`config.mk`:
```
export PLATFORM = sky130hd
export DESIGN_NAME = control_unit
export DESIGN_NICKNAME = d
export VERILOG_FILES = /design/src/source/isa_pkg.sv /design/src/source/ctrl_pkg.sv /design/src/source/decode_if.sv /design/src/source/int_rtype_decoder.sv /design/src/source/int_itype_decoder.sv /design/src/source/cop1_decoder.sv /design/src/source/control_register.sv /design/src/source/control_unit.sv
export VERILOG_INCLUDE_DIRS = /design/src /design/src/include
export SDC_FILE = /design/constraint.sdc
export NUM_CORES = 1
export LEC_CHECK = 0
export BUFFER_PORTS_ARGS = -buffer_cell sky130_fd_sc_hd__clkbuf_2
export CAP_MARGIN = 0
export CORE_ASPECT_RATIO = 2
export CORE_MARGIN = 3
export CORE_UTILIZATION = 45
export DETAILED_ROUTE_END_ITERATION = 10
export PLACE_DENSITY = 0.77
export SLEW_MARGIN = 20
export SYNTH_ARGS = -nofsm -noshare
export SYNTH_HDL_FRONTEND = slang
export SYNTH_SLANG_ARGS = --single-unit
```
`constraint.sdc`:
```
create_clock -name clk -period 2.9 [get_ports clk]
set_clock_uncertainty 0.1 [all_clocks]
set_input_delay 0.29 -clock clk [delete_from_list [all_inputs] [get_ports clk]]
set_output_delay 0.29 -clock clk [all_outputs]
set_load 0.05 [all_outputs]
```
`src/include/decode_macros.svh`:
```
// Decode encodings and control word layout
`ifndef DECODE_MACROS_SVH
`define DECODE_MACROS_SVH

`define OP_RTYPE  6'h03 // Integer R-type
`define OP_COP1   6'h11 // Coprocessor 1 arithmetic and branches
`define OP_ADDI   6'h09
`define OP_ADDIU  6'h08
`define OP_ANDI   6'h0C
`define OP_LUI    6'h0F
`define OP_ORI    6'h0E
`define OP_BEQ    6'h05
`define OP_BNE    6'h04
`define OP_LW     6'h12
`define OP_LBU    6'h22
`define OP_SW     6'h2B
`define OP_SB     6'h28
`define OP_J      6'h02
`define OP_JAL    6'h07
`define OP_LWC1   6'h31 // FP load single
`define OP_LDC1   6'h35 // FP load double
`define OP_SWC1   6'h39 // FP store single
`define OP_SDC1   6'h3D // FP store double

`define FN_SLL    6'h00
`define FN_SRL    6'h02
`define FN_JR     6'h08
`define FN_SWR    6'h13 // R-encoded store word
`define FN_AND    6'h14
`define FN_ADD    6'h20
`define FN_LWR    6'h21 // R-encoded load word
`define FN_SUBU   6'h22
`define FN_SUB    6'h24
`define FN_OR     6'h25
`define FN_NOR    6'h27
`define FN_SLT    6'h2A
`define FN_SLTU   6'h2B
`define FN_FADD   6'h00
`define FN_FC_EQ  6'h32
`define FN_FC_LT  6'h3C
`define FN_FC_LE  6'h3E

`define FMT_BC    5'h08 // FP branch group
`define FMT_S     5'h10
`define FMT_D     5'h11
`define FT_BC1T   5'h01
`define FT_BC1F   5'h00

`define ALU_SRC_REG  2'd0 // Register operand
`define ALU_SRC_SEXT 2'd1 // Sign-extended immediate
`define ALU_SRC_ZEXT 2'd2 // Zero-extended immediate
`define WB_ALU    2'b11
`define WB_LOAD   2'b01
`define WB_LINK   2'b10
`define WB_NONE   2'b00
`define MEM_WRITE 2'b10
`define MEM_READ  2'b01
`define MEM_NONE  2'b00

`define CW_ALU_SRC  1:0
`define CW_ALU_CTRL 13:2
`define CW_JR       14 // Active low
`define CW_JMP      15 // Active low
`define CW_BEQ      16
`define CW_BNE      17
`define CW_REG_DST  18
`define CW_WB       20:19
`define CW_MEM      22:21
`define CW_RT_RD    23

`endif

```
`src/source/isa_pkg.sv`:
```
// Instruction field types
package isa_pkg;

	// Primary opcode, bits 31..26
	typedef logic [5:0] opcode_t;

	// R-type and FR function field
	typedef logic [5:0] funct_t;

	// Coprocessor format, selects single, double or branch group
	typedef logic [4:0] fmt_t;

	// FP target register, doubles as branch condition
	typedef logic [4:0] ft_t;

endpackage

```
`src/source/ctrl_pkg.sv`:
```
// Control word types
`include "decode_macros.svh"

package ctrl_pkg;

	typedef logic [23:0] ctrl_word_t; // Full packed word
	typedef logic [1:0]  alu_src_t;   // Reg, sext imm, zext imm
	typedef logic [11:0] alu_ctrl_t;  // Opcode and funct
	typedef logic [1:0]  wb_ctrl_t;   // MemToReg, RegWrite
	typedef logic [1:0]  mem_ctrl_t;  // MemWrite, MemRead

	// Places each field at its slot in the word
	function automatic ctrl_word_t build_word(
		input alu_src_t  alu_src,
		input alu_ctrl_t alu_ctrl,
		input logic      jr_n,
		input logic      jmp_n,
		input logic      beq,
		input logic      bne,
		input logic      reg_dst,
		input wb_ctrl_t  wb,
		input mem_ctrl_t mem,
		input logic      rt_rd
	);
		ctrl_word_t w;
		w = '0;
		w[`CW_ALU_SRC]  = alu_src;
		w[`CW_ALU_CTRL] = alu_ctrl;
		w[`CW_JR]       = jr_n;
		w[`CW_JMP]      = jmp_n;
		w[`CW_BEQ]      = beq;
		w[`CW_BNE]      = bne;
		w[`CW_REG_DST]  = reg_dst;
		w[`CW_WB]       = wb;
		w[`CW_MEM]      = mem;
		w[`CW_RT_RD]    = rt_rd;
		return w;
	endfunction

endpackage

```
`src/source/decode_if.sv`:
```
// Sub-decoder result bus
`timescale 1ns/1ps

interface decode_if;
	import ctrl_pkg::*;

	logic       hit;                // Encoding recognised
	ctrl_word_t word;               // Zero without hit
	logic       jal_control;
	logic       id_flush;
	logic       if_flush;
	logic       store_byte_control;
	logic       load_byte_control;
	logic       float_control;      // FP register file path
	logic       bc1f_control;
	logic       bc1t_control;
	logic       mem_to_reg64;       // Double load
	logic       mem_write64;        // Double store
	logic       fp_write_control;   // FP condition flag write

	modport decoder (
		output hit, word, jal_control, id_flush, if_flush, store_byte_control,
			load_byte_control, float_control, bc1f_control, bc1t_control,
			mem_to_reg64, mem_write64, fp_write_control
	);

	modport sink (
		input hit, word, jal_control, id_flush, if_flush, store_byte_control,
			load_byte_control, float_control, bc1f_control, bc1t_control,
			mem_to_reg64, mem_write64, fp_write_control
	);

endinterface

```
`src/source/int_rtype_decoder.sv`:
```
// Integer R-type decoder
`timescale 1ns/1ps
`include "decode_macros.svh"

module int_rtype_decoder (
	input  isa_pkg::opcode_t op_code,
	input  isa_pkg::funct_t  funct,
	decode_if.decoder        out
);
	import ctrl_pkg::*;

	logic      alu_op; // Plain register ALU op
	logic      jr_op;
	logic      lw_op;  // R-encoded load word
	logic      sw_op;  // R-encoded store word
	logic      hit;
	logic      mem_op;
	wb_ctrl_t  wb;
	mem_ctrl_t mem;

	always_comb begin
		alu_op = 1'b0;
		jr_op  = 1'b0;
		lw_op  = 1'b0;
		sw_op  = 1'b0;
		if (op_code == `OP_RTYPE) begin
			case (funct)
				`FN_AND, `FN_ADD, `FN_NOR, `FN_OR, `FN_SLT,
				`FN_SLTU, `FN_SLL, `FN_SRL, `FN_SUB, `FN_SUBU: alu_op = 1'b1;
				`FN_JR:  jr_op = 1'b1;
				`FN_LWR: lw_op = 1'b1;
				`FN_SWR: sw_op = 1'b1;
				default: alu_op = 1'b0; // Unsupported funct, no hit
			endcase
		end
	end

	assign hit    = alu_op | jr_op | lw_op | sw_op;
	assign mem_op = lw_op | sw_op; // Both use Rt and RegDst

	// Write-back and memory fields
	assign wb  = alu_op ? `WB_ALU : (jr_op ? `WB_LINK : (lw_op ? `WB_LOAD : `WB_NONE));
	assign mem = lw_op ? `MEM_READ : (sw_op ? `MEM_WRITE : `MEM_NONE);

	assign out.hit  = hit;
	assign out.word = hit ? build_word(`ALU_SRC_REG, {op_code, funct}, ~jr_op, ~jr_op,
		1'b0, 1'b0, mem_op, wb, mem, mem_op) : '0;

	assign out.jal_control        = 1'b0;
	assign out.id_flush           = 1'b0;
	assign out.if_flush           = jr_op; // Drop the fetched slot on jr
	assign out.store_byte_control = 1'b0;
	assign out.load_byte_control  = 1'b0;
	assign out.float_control      = 1'b0;
	assign out.bc1f_control       = 1'b0;
	assign out.bc1t_control       = 1'b0;
	assign out.mem_to_reg64       = 1'b0;
	assign out.mem_write64        = 1'b0;
	assign out.fp_write_control   = 1'b0;

endmodule

```
`src/source/int_itype_decoder.sv`:
```
// Integer immediate and jump decoder
`timescale 1ns/1ps
`include "decode_macros.svh"

module int_itype_decoder (
	input  isa_pkg::opcode_t op_code,
	input  isa_pkg::funct_t  funct,
	decode_if.decoder        out
);
	import ctrl_pkg::*;

	logic      hit;
	alu_src_t  alu_src;
	logic      jr_n;       // Active low jump-register select
	logic      jmp_n;      // Active low jump select
	logic      beq;
	logic      bne;
	logic      reg_dst;
	wb_ctrl_t  wb;
	mem_ctrl_t mem;
	logic      load_byte;
	logic      store_byte;
	logic      jal;
	logic      if_flush;

	always_comb begin
		hit        = 1'b1;
		alu_src    = `ALU_SRC_REG;
		jr_n       = 1'b1;
		jmp_n      = 1'b1;
		beq        = 1'b0;
		bne        = 1'b0;
		reg_dst    = 1'b0;
		wb         = `WB_NONE;
		mem        = `MEM_NONE;
		load_byte  = 1'b0;
		store_byte = 1'b0;
		jal        = 1'b0;
		if_flush   = 1'b0;
		case (op_code)
			`OP_ADDI, `OP_ADDIU: begin
				alu_src = `ALU_SRC_SEXT;
				reg_dst = 1'b1;
				wb      = `WB_ALU;
			end
			`OP_ANDI: begin
				alu_src = `ALU_SRC_ZEXT; // Rd kept as destination
				wb      = `WB_ALU;
			end
			`OP_LUI, `OP_ORI: begin
				alu_src = `ALU_SRC_ZEXT;
				reg_dst = 1'b1;
				wb      = `WB_ALU;
			end
			`OP_BEQ: beq = 1'b1;
			`OP_BNE: bne = 1'b1;
			`OP_LW, `OP_LBU: begin
				alu_src   = `ALU_SRC_SEXT; // Base plus offset
				reg_dst   = 1'b1;
				wb        = `WB_LOAD;
				mem       = `MEM_READ;
				load_byte = (op_code == `OP_LBU);
			end
			`OP_SW, `OP_SB: begin
				alu_src    = `ALU_SRC_SEXT;
				reg_dst    = 1'b1;
				mem        = `MEM_WRITE;
				store_byte = (op_code == `OP_SB);
			end
			`OP_J: begin
				jmp_n    = 1'b0;
				if_flush = 1'b1;
			end
			`OP_JAL: begin
				jr_n     = 1'b0;
				jmp_n    = 1'b0;
				wb       = `WB_LINK; // Return address to $ra
				if_flush = 1'b1;
				jal      = 1'b1;
			end
			default: hit = 1'b0;
		endcase
	end

	assign out.hit  = hit;
	assign out.word = hit ? build_word(alu_src, {op_code, funct}, jr_n, jmp_n, beq, bne,
		reg_dst, wb, mem, 1'b0) : '0;

	assign out.jal_control        = jal;
	assign out.id_flush           = 1'b0;
	assign out.if_flush           = if_flush;
	assign out.store_byte_control = store_byte;
	assign out.load_byte_control  = load_byte;
	assign out.float_control      = 1'b0;
	assign out.bc1f_control       = 1'b0;
	assign out.bc1t_control       = 1'b0;
	assign out.mem_to_reg64       = 1'b0;
	assign out.mem_write64        = 1'b0;
	assign out.fp_write_control   = 1'b0;

endmodule

```
`src/source/cop1_decoder.sv`:
```
// Coprocessor 1 decoder
`timescale 1ns/1ps
`include "decode_macros.svh"

module cop1_decoder (
	input  isa_pkg::opcode_t op_code,
	input  isa_pkg::funct_t  funct,
	input  isa_pkg::fmt_t    fmt,
	input  isa_pkg::ft_t     ft,
	decode_if.decoder        out
);
	import ctrl_pkg::*;

	logic      hit;
	logic      fp_mem;   // Any FP load or store
	alu_src_t  alu_src;
	wb_ctrl_t  wb;
	mem_ctrl_t mem;
	logic      branch;   // Both flushes on FP branch
	logic      bc1t;
	logic      bc1f;
	logic      fp_float;
	logic      to_reg64;
	logic      write64;
	logic      fp_write;

	always_comb begin
		hit      = 1'b0;
		fp_mem   = 1'b0;
		alu_src  = `ALU_SRC_REG;
		wb       = `WB_NONE;
		mem      = `MEM_NONE;
		branch   = 1'b0;
		bc1t     = 1'b0;
		bc1f     = 1'b0;
		fp_float = 1'b0;
		to_reg64 = 1'b0;
		write64  = 1'b0;
		fp_write = 1'b0;
		case (op_code)
			`OP_COP1: begin
				if (fmt == `FMT_BC && (ft == `FT_BC1T || ft == `FT_BC1F)) begin
					hit    = 1'b1;
					branch = 1'b1;
					bc1t   = (ft == `FT_BC1T);
					bc1f   = (ft == `FT_BC1F);
				end else if (fmt == `FMT_S || fmt == `FMT_D) begin
					fp_write = (funct == `FN_FC_EQ) || (funct == `FN_FC_LT) ||
						(funct == `FN_FC_LE); // Compare sets condition flag
					hit      = fp_write || (funct == `FN_FADD);
					fp_float = hit;
					wb       = hit ? `WB_ALU : `WB_NONE;
				end
			end
			`OP_LWC1, `OP_LDC1: begin
				hit      = 1'b1;
				fp_mem   = 1'b1;
				alu_src  = `ALU_SRC_SEXT;
				wb       = `WB_LOAD;
				mem      = `MEM_READ;
				fp_float = 1'b1;
				to_reg64 = (op_code == `OP_LDC1); // Register pair write
			end
			`OP_SWC1, `OP_SDC1: begin
				hit      = 1'b1;
				fp_mem   = 1'b1;
				alu_src  = `ALU_SRC_SEXT;
				mem      = `MEM_WRITE;
				fp_float = 1'b1;
				write64  = (op_code == `OP_SDC1);
			end
			default: hit = 1'b0;
		endcase
	end

	assign out.hit  = hit;
	assign out.word = hit ? build_word(alu_src, {op_code, funct}, 1'b1, 1'b1, 1'b0, 1'b0,
		fp_mem, wb, mem, 1'b0) : '0;

	assign out.jal_control        = 1'b0;
	assign out.id_flush           = branch;
	assign out.if_flush           = branch;
	assign out.store_byte_control = 1'b0;
	assign out.load_byte_control  = 1'b0;
	assign out.float_control      = fp_float;
	assign out.bc1f_control       = bc1f;
	assign out.bc1t_control       = bc1t;
	assign out.mem_to_reg64       = to_reg64;
	assign out.mem_write64        = write64;
	assign out.fp_write_control   = fp_write;

endmodule

```
`src/source/control_register.sv`:
```
// Decode output register
`timescale 1ns/1ps

module control_register (
	input  logic                 clk,
	input  logic                 reset,
	input  logic                 instr_valid,
	decode_if.sink               rtype,
	decode_if.sink               itype,
	decode_if.sink               cop1,
	output logic                 ctrl_valid,
	output logic                 unknown_instr,
	output ctrl_pkg::ctrl_word_t control_signal,
	output logic                 jal_control,
	output logic                 id_flush,
	output logic                 if_flush,
	output logic                 store_byte_control,
	output logic                 load_byte_control,
	output logic                 float_control,
	output logic                 bc1f_control,
	output logic                 bc1t_control,
	output logic                 mem_to_reg64,
	output logic                 mem_write64,
	output logic                 fp_write_control
);
	import ctrl_pkg::*;

	logic       any_hit;
	ctrl_word_t merged_word;  // Non-hitting buses are zero
	logic [10:0] rtype_flags;
	logic [10:0] itype_flags;
	logic [10:0] cop1_flags;
	logic [10:0] flags_q;

	assign any_hit     = rtype.hit | itype.hit | cop1.hit;
	assign merged_word = rtype.word | itype.word | cop1.word;

	// Same flag order on every bus
	assign rtype_flags = {rtype.jal_control, rtype.id_flush, rtype.if_flush,
		rtype.store_byte_control, rtype.load_byte_control, rtype.float_control,
		rtype.bc1f_control, rtype.bc1t_control, rtype.mem_to_reg64, rtype.mem_write64,
		rtype.fp_write_control};
	assign itype_flags = {itype.jal_control, itype.id_flush, itype.if_flush,
		itype.store_byte_control, itype.load_byte_control, itype.float_control,
		itype.bc1f_control, itype.bc1t_control, itype.mem_to_reg64, itype.mem_write64,
		itype.fp_write_control};
	assign cop1_flags = {cop1.jal_control, cop1.id_flush, cop1.if_flush,
		cop1.store_byte_control, cop1.load_byte_control, cop1.float_control,
		cop1.bc1f_control, cop1.bc1t_control, cop1.mem_to_reg64, cop1.mem_write64,
		cop1.fp_write_control};

	always_ff @(posedge clk) begin
		if (reset) begin
			ctrl_valid     <= 1'b0;
			unknown_instr  <= 1'b0;
			control_signal <= '0;
			flags_q        <= '0;
		end else begin
			ctrl_valid     <= instr_valid;
			unknown_instr  <= instr_valid & ~any_hit;             // No decoder claimed it
			control_signal <= instr_valid ? merged_word : '0;     // Bubble loads zeros
			flags_q        <= instr_valid ? (rtype_flags | itype_flags | cop1_flags) : '0;
		end
	end

	assign {jal_control, id_flush, if_flush, store_byte_control, load_byte_control,
		float_control, bc1f_control, bc1t_control, mem_to_reg64, mem_write64,
		fp_write_control} = flags_q;

	// Decoders own disjoint encodings
	single_hit: assert property (@(posedge clk) disable iff (reset)
		instr_valid |-> $onehot0({rtype.hit, itype.hit, cop1.hit}));

	// ID flush never without IF flush
	flush_order: assert property (@(posedge clk) disable iff (reset)
		id_flush |-> if_flush);

endmodule

```
`src/source/control_unit.sv`:
```
// Registered decode control unit
`timescale 1ns/1ps

module control_unit (
	input  logic                 clk,
	input  logic                 reset,
	input  logic                 instr_valid,
	input  isa_pkg::opcode_t     op_code,
	input  isa_pkg::funct_t      funct,
	input  isa_pkg::fmt_t        fmt,
	input  isa_pkg::ft_t         ft,
	output logic                 ctrl_valid,
	output logic                 unknown_instr,
	output ctrl_pkg::ctrl_word_t control_signal,
	output logic                 jal_control,
	output logic                 id_flush,
	output logic                 if_flush,
	output logic                 store_byte_control,
	output logic                 load_byte_control,
	output logic                 float_control,
	output logic                 bc1f_control,
	output logic                 bc1t_control,
	output logic                 mem_to_reg64,
	output logic                 mem_write64,
	output logic                 fp_write_control
);

	decode_if rtype_bus ();  // Opcode 03 results
	decode_if itype_bus ();  // Integer immediate and jumps
	decode_if cop1_bus ();   // FP arithmetic, branches, memory

	int_rtype_decoder rtype_decoder_inst (
		.op_code (op_code),
		.funct   (funct),
		.out     (rtype_bus)
	);

	int_itype_decoder itype_decoder_inst (
		.op_code (op_code),
		.funct   (funct),
		.out     (itype_bus)
	);

	cop1_decoder cop1_decoder_inst (
		.op_code (op_code),
		.funct   (funct),
		.fmt     (fmt),
		.ft      (ft),
		.out     (cop1_bus)
	);

	control_register control_register_inst (
		.clk                (clk),
		.reset              (reset),
		.instr_valid        (instr_valid),
		.rtype              (rtype_bus),
		.itype              (itype_bus),
		.cop1               (cop1_bus),
		.ctrl_valid         (ctrl_valid),
		.unknown_instr      (unknown_instr),
		.control_signal     (control_signal),
		.jal_control        (jal_control),
		.id_flush           (id_flush),
		.if_flush           (if_flush),
		.store_byte_control (store_byte_control),
		.load_byte_control  (load_byte_control),
		.float_control      (float_control),
		.bc1f_control       (bc1f_control),
		.bc1t_control       (bc1t_control),
		.mem_to_reg64       (mem_to_reg64),
		.mem_write64        (mem_write64),
		.fp_write_control   (fp_write_control)
	);

endmodule

```
==> flow_summary.ini <==
[timing]
setup_ws_ns = 0.939
rsz0062_at_grt = no
post-route-min-period_ns = 1.96
relSlewSlack_pct = 42.1
tns_ns = 0
setup_viol = 0
period_share_pct = 67.6
finalHoldViolCount = 0
fmax_mhz = 510
maxSlewViolCount = 0
worst_pin_slew_ns = 0.862

[logic_synthesis]
synth-seq-cells = 37
synth_area_um2 = 1850
ys.flop_type = dfxtp_1
synth.distinct_cells = 55
async_flop_share_pct = 0
syn_inst = 213
seq_area_frac_synth_pct = 39.9
synth_edf_count = 0
synth_warnings = 0
postSynthAreaPerCell_um2 = 8.71
syn_nets = 238

[layout]
area_delta_synth_final_pct = 21.4
nets = 291
drive_gt1_share_pct = 30.7
final_area_um2 = 2250
antennaDiodeCount = 0

[clock_network]
htree_num_levels = 2
cts_resized = 0
clkTransAtPathRegs_ns = 0.07
cts_setup_buffers = 0
cts_hold_buf = 0
cts_buffers = 5
cts_tree = built
cts_root_buffer = clkbuf_8
clock_sinks = 37
clockBufferDepth = 2

[floorplanning]
die_area_um2 = 4970
rows = 32
core_area_um2 = 3920
die_x_um = 51.4
fp.dieH_um = 96.8
start_util_pct = 47.3
io-pin-count = 62

[global_routing]
grt_use_met1_pct = 21.1
met2_usage_pct = 31.7
grt_max_degree = 19
grt-ovfl-total = 0
grt_pass1_vias = 1661
met3_usage_pct = 2.47
top_usage_layer = met2
antenna_found_initial = 0
grtUsageTotal_pct = 19.1
grt_pass1_wl_mm = 7.51

[place]
placed_area_um2 = 2140
gp_congestion = 0.868
place_ws_ns = 0.727
numPortBuffers = 61
hpwl_mm = 3.44

[detailed_routing]
drc = 0
vias_per_cell = 5.68
vias = 1806
dr.pass1.iters = 5
routed_wl_mm = 4.55
wl_per_cell_um = 14.3
drt_iter0_markers = 46
postRouteAntennaNets = 0

[pwr]
vdd_drop_max_v = 0.000395
cellLeakagePower_nw = 0.926
pwr_density_cell_nw_per_um2 = 496

[status]
status = completed

[worst_setup_path]
endpoint_kind = flip-flop
critPathLaunchType = input pin
worstPathMaxFanout = 18
required_ns = 2.97
worstPathArrival_ns = 2.03
critPathKind = in2reg

[job]
max_cap_viol_count = 0

[worst_hold_path]
hold_class = in2reg
## worst max-delay path, stage by stage
cell and delay, ns:
clkbuf_2 0.27, or4b_4 0.66, a31oi_4 0.19, nor3_2 0.11, buf_4 0.19, a311oi_1 0.33
## cell families after synthesis
logic type	synth area share, %
compound gates	21.6
xor+xnor	0.945
buf+inv	6.34
flops	39.9
simple gates	31.2
## power breakdown
| group | total (mW) | leakage [nW] | internal [mW] | switching, mW |
|---|---|---|---|---|
| combinational | 0.169 | 0.572 | 0.0523 | 0.116 |
| clock | 0.429 | 0.0554 | 0.258 | 0.171 |
| sequential | 0.519 | 0.299 | 0.517 | 0.00229 |
| total | 1.12 | 0.926 | 0.827 | 0.289 |
## routing by layer
| metal | part of all wire, % | vias to the layer above |
|---|---|---|
| li1 | - | 880 |
| met1 | 36 | 830 |
| met2 | 54 | 73 |
| met3 | 4.6 | 23 |
| met4 | 5.5 | 0 |
| met5 | 0 | - |
## flip-flops by register name, summed over array words and instances (netlist names)
register and flops:
control_register_inst.control_signal 24, control_register_inst.flags_q 11, control_register_inst.ctrl_valid 1, control_register_inst.unknown_instr 1
## metrics by stage
step	std cells	util, %	hold WS [ns]	total power, mW
floorplan	213	-	0.266	0.655
global placement	310	54.5	0.364	0.696
detailed placement	310	54.5	0.370	0.698
CTS	318	57.4	0.0698	1.12
global route	318	57.4	0.0621	1.16
finish	318	57.4	0.0716	1.12
## area by class of cell
type,instances,area (µm²)
fillers,391,1670
multi-input cells,154,996
flip-flops and latches,37,741
repair buffers,63,320
clock buffers,6,72.6
well taps,51,63.8
clock inverters,2,38.8
inverters,5,18.8
## cell usage after synthesis, types with 4 or more instances
| master | instances | area share, % |
|---|---|---|
| buf_2 | 4 | 1.1 |
| inv_1 | 5 | 1.0 |
| a31oi_1 | 15 | 5.1 |
| nor2_1 | 14 | 2.8 |
| nand2b_1 | 5 | 1.7 |
| nand3_1 | 8 | 2.2 |
| a21oi_1 | 11 | 3.0 |
| nand2_1 | 22 | 4.5 |
| o21ai_1 | 5 | 1.3 |
| clkbuf_1 | 8 | 1.6 |
| dfxtp_1 | 37 | 40 |
| nor3_1 | 7 | 1.9 |
| nor2b_1 | 4 | 1.3 |
## worst paths after layout
kind	from	to	slack (ns)	cells after the start
max	op_code[2]	control_register_inst.control_signal[11]	0.94	6
min	ft[0]	control_register_inst.flags_q[4]	0.07	2
## placed cells by master, fill, tap and decap left out, types with 2 or more instances in the layout
master / instances
and3b_1: 2
or3b_1: 2
a311oi_1: 2
nor3_2: 2
o211ai_1: 3
nor4_4: 2
or2_1: 2
dfxtp_1: 37
nand2b_1: 5
nor2b_1: 4
nor2_1: 14
nor4_1: 2
nor3b_1: 2
nand3_1: 8
a31oi_1: 15
xnor2_1: 2
nand3b_1: 2
buf_4: 2
o21ai_1: 5
and3_1: 3
a21o_1: 2
o21ai_0: 3
a211oi_2: 2
and2_1: 3
clkbuf_2: 61
inv_1: 5
o31ai_1: 3
nor4bb_1: 2
nor3_1: 7
a21oi_1: 11
nand2_1: 22
clkbuf_8: 5
(Power assumes the default switching activity.)
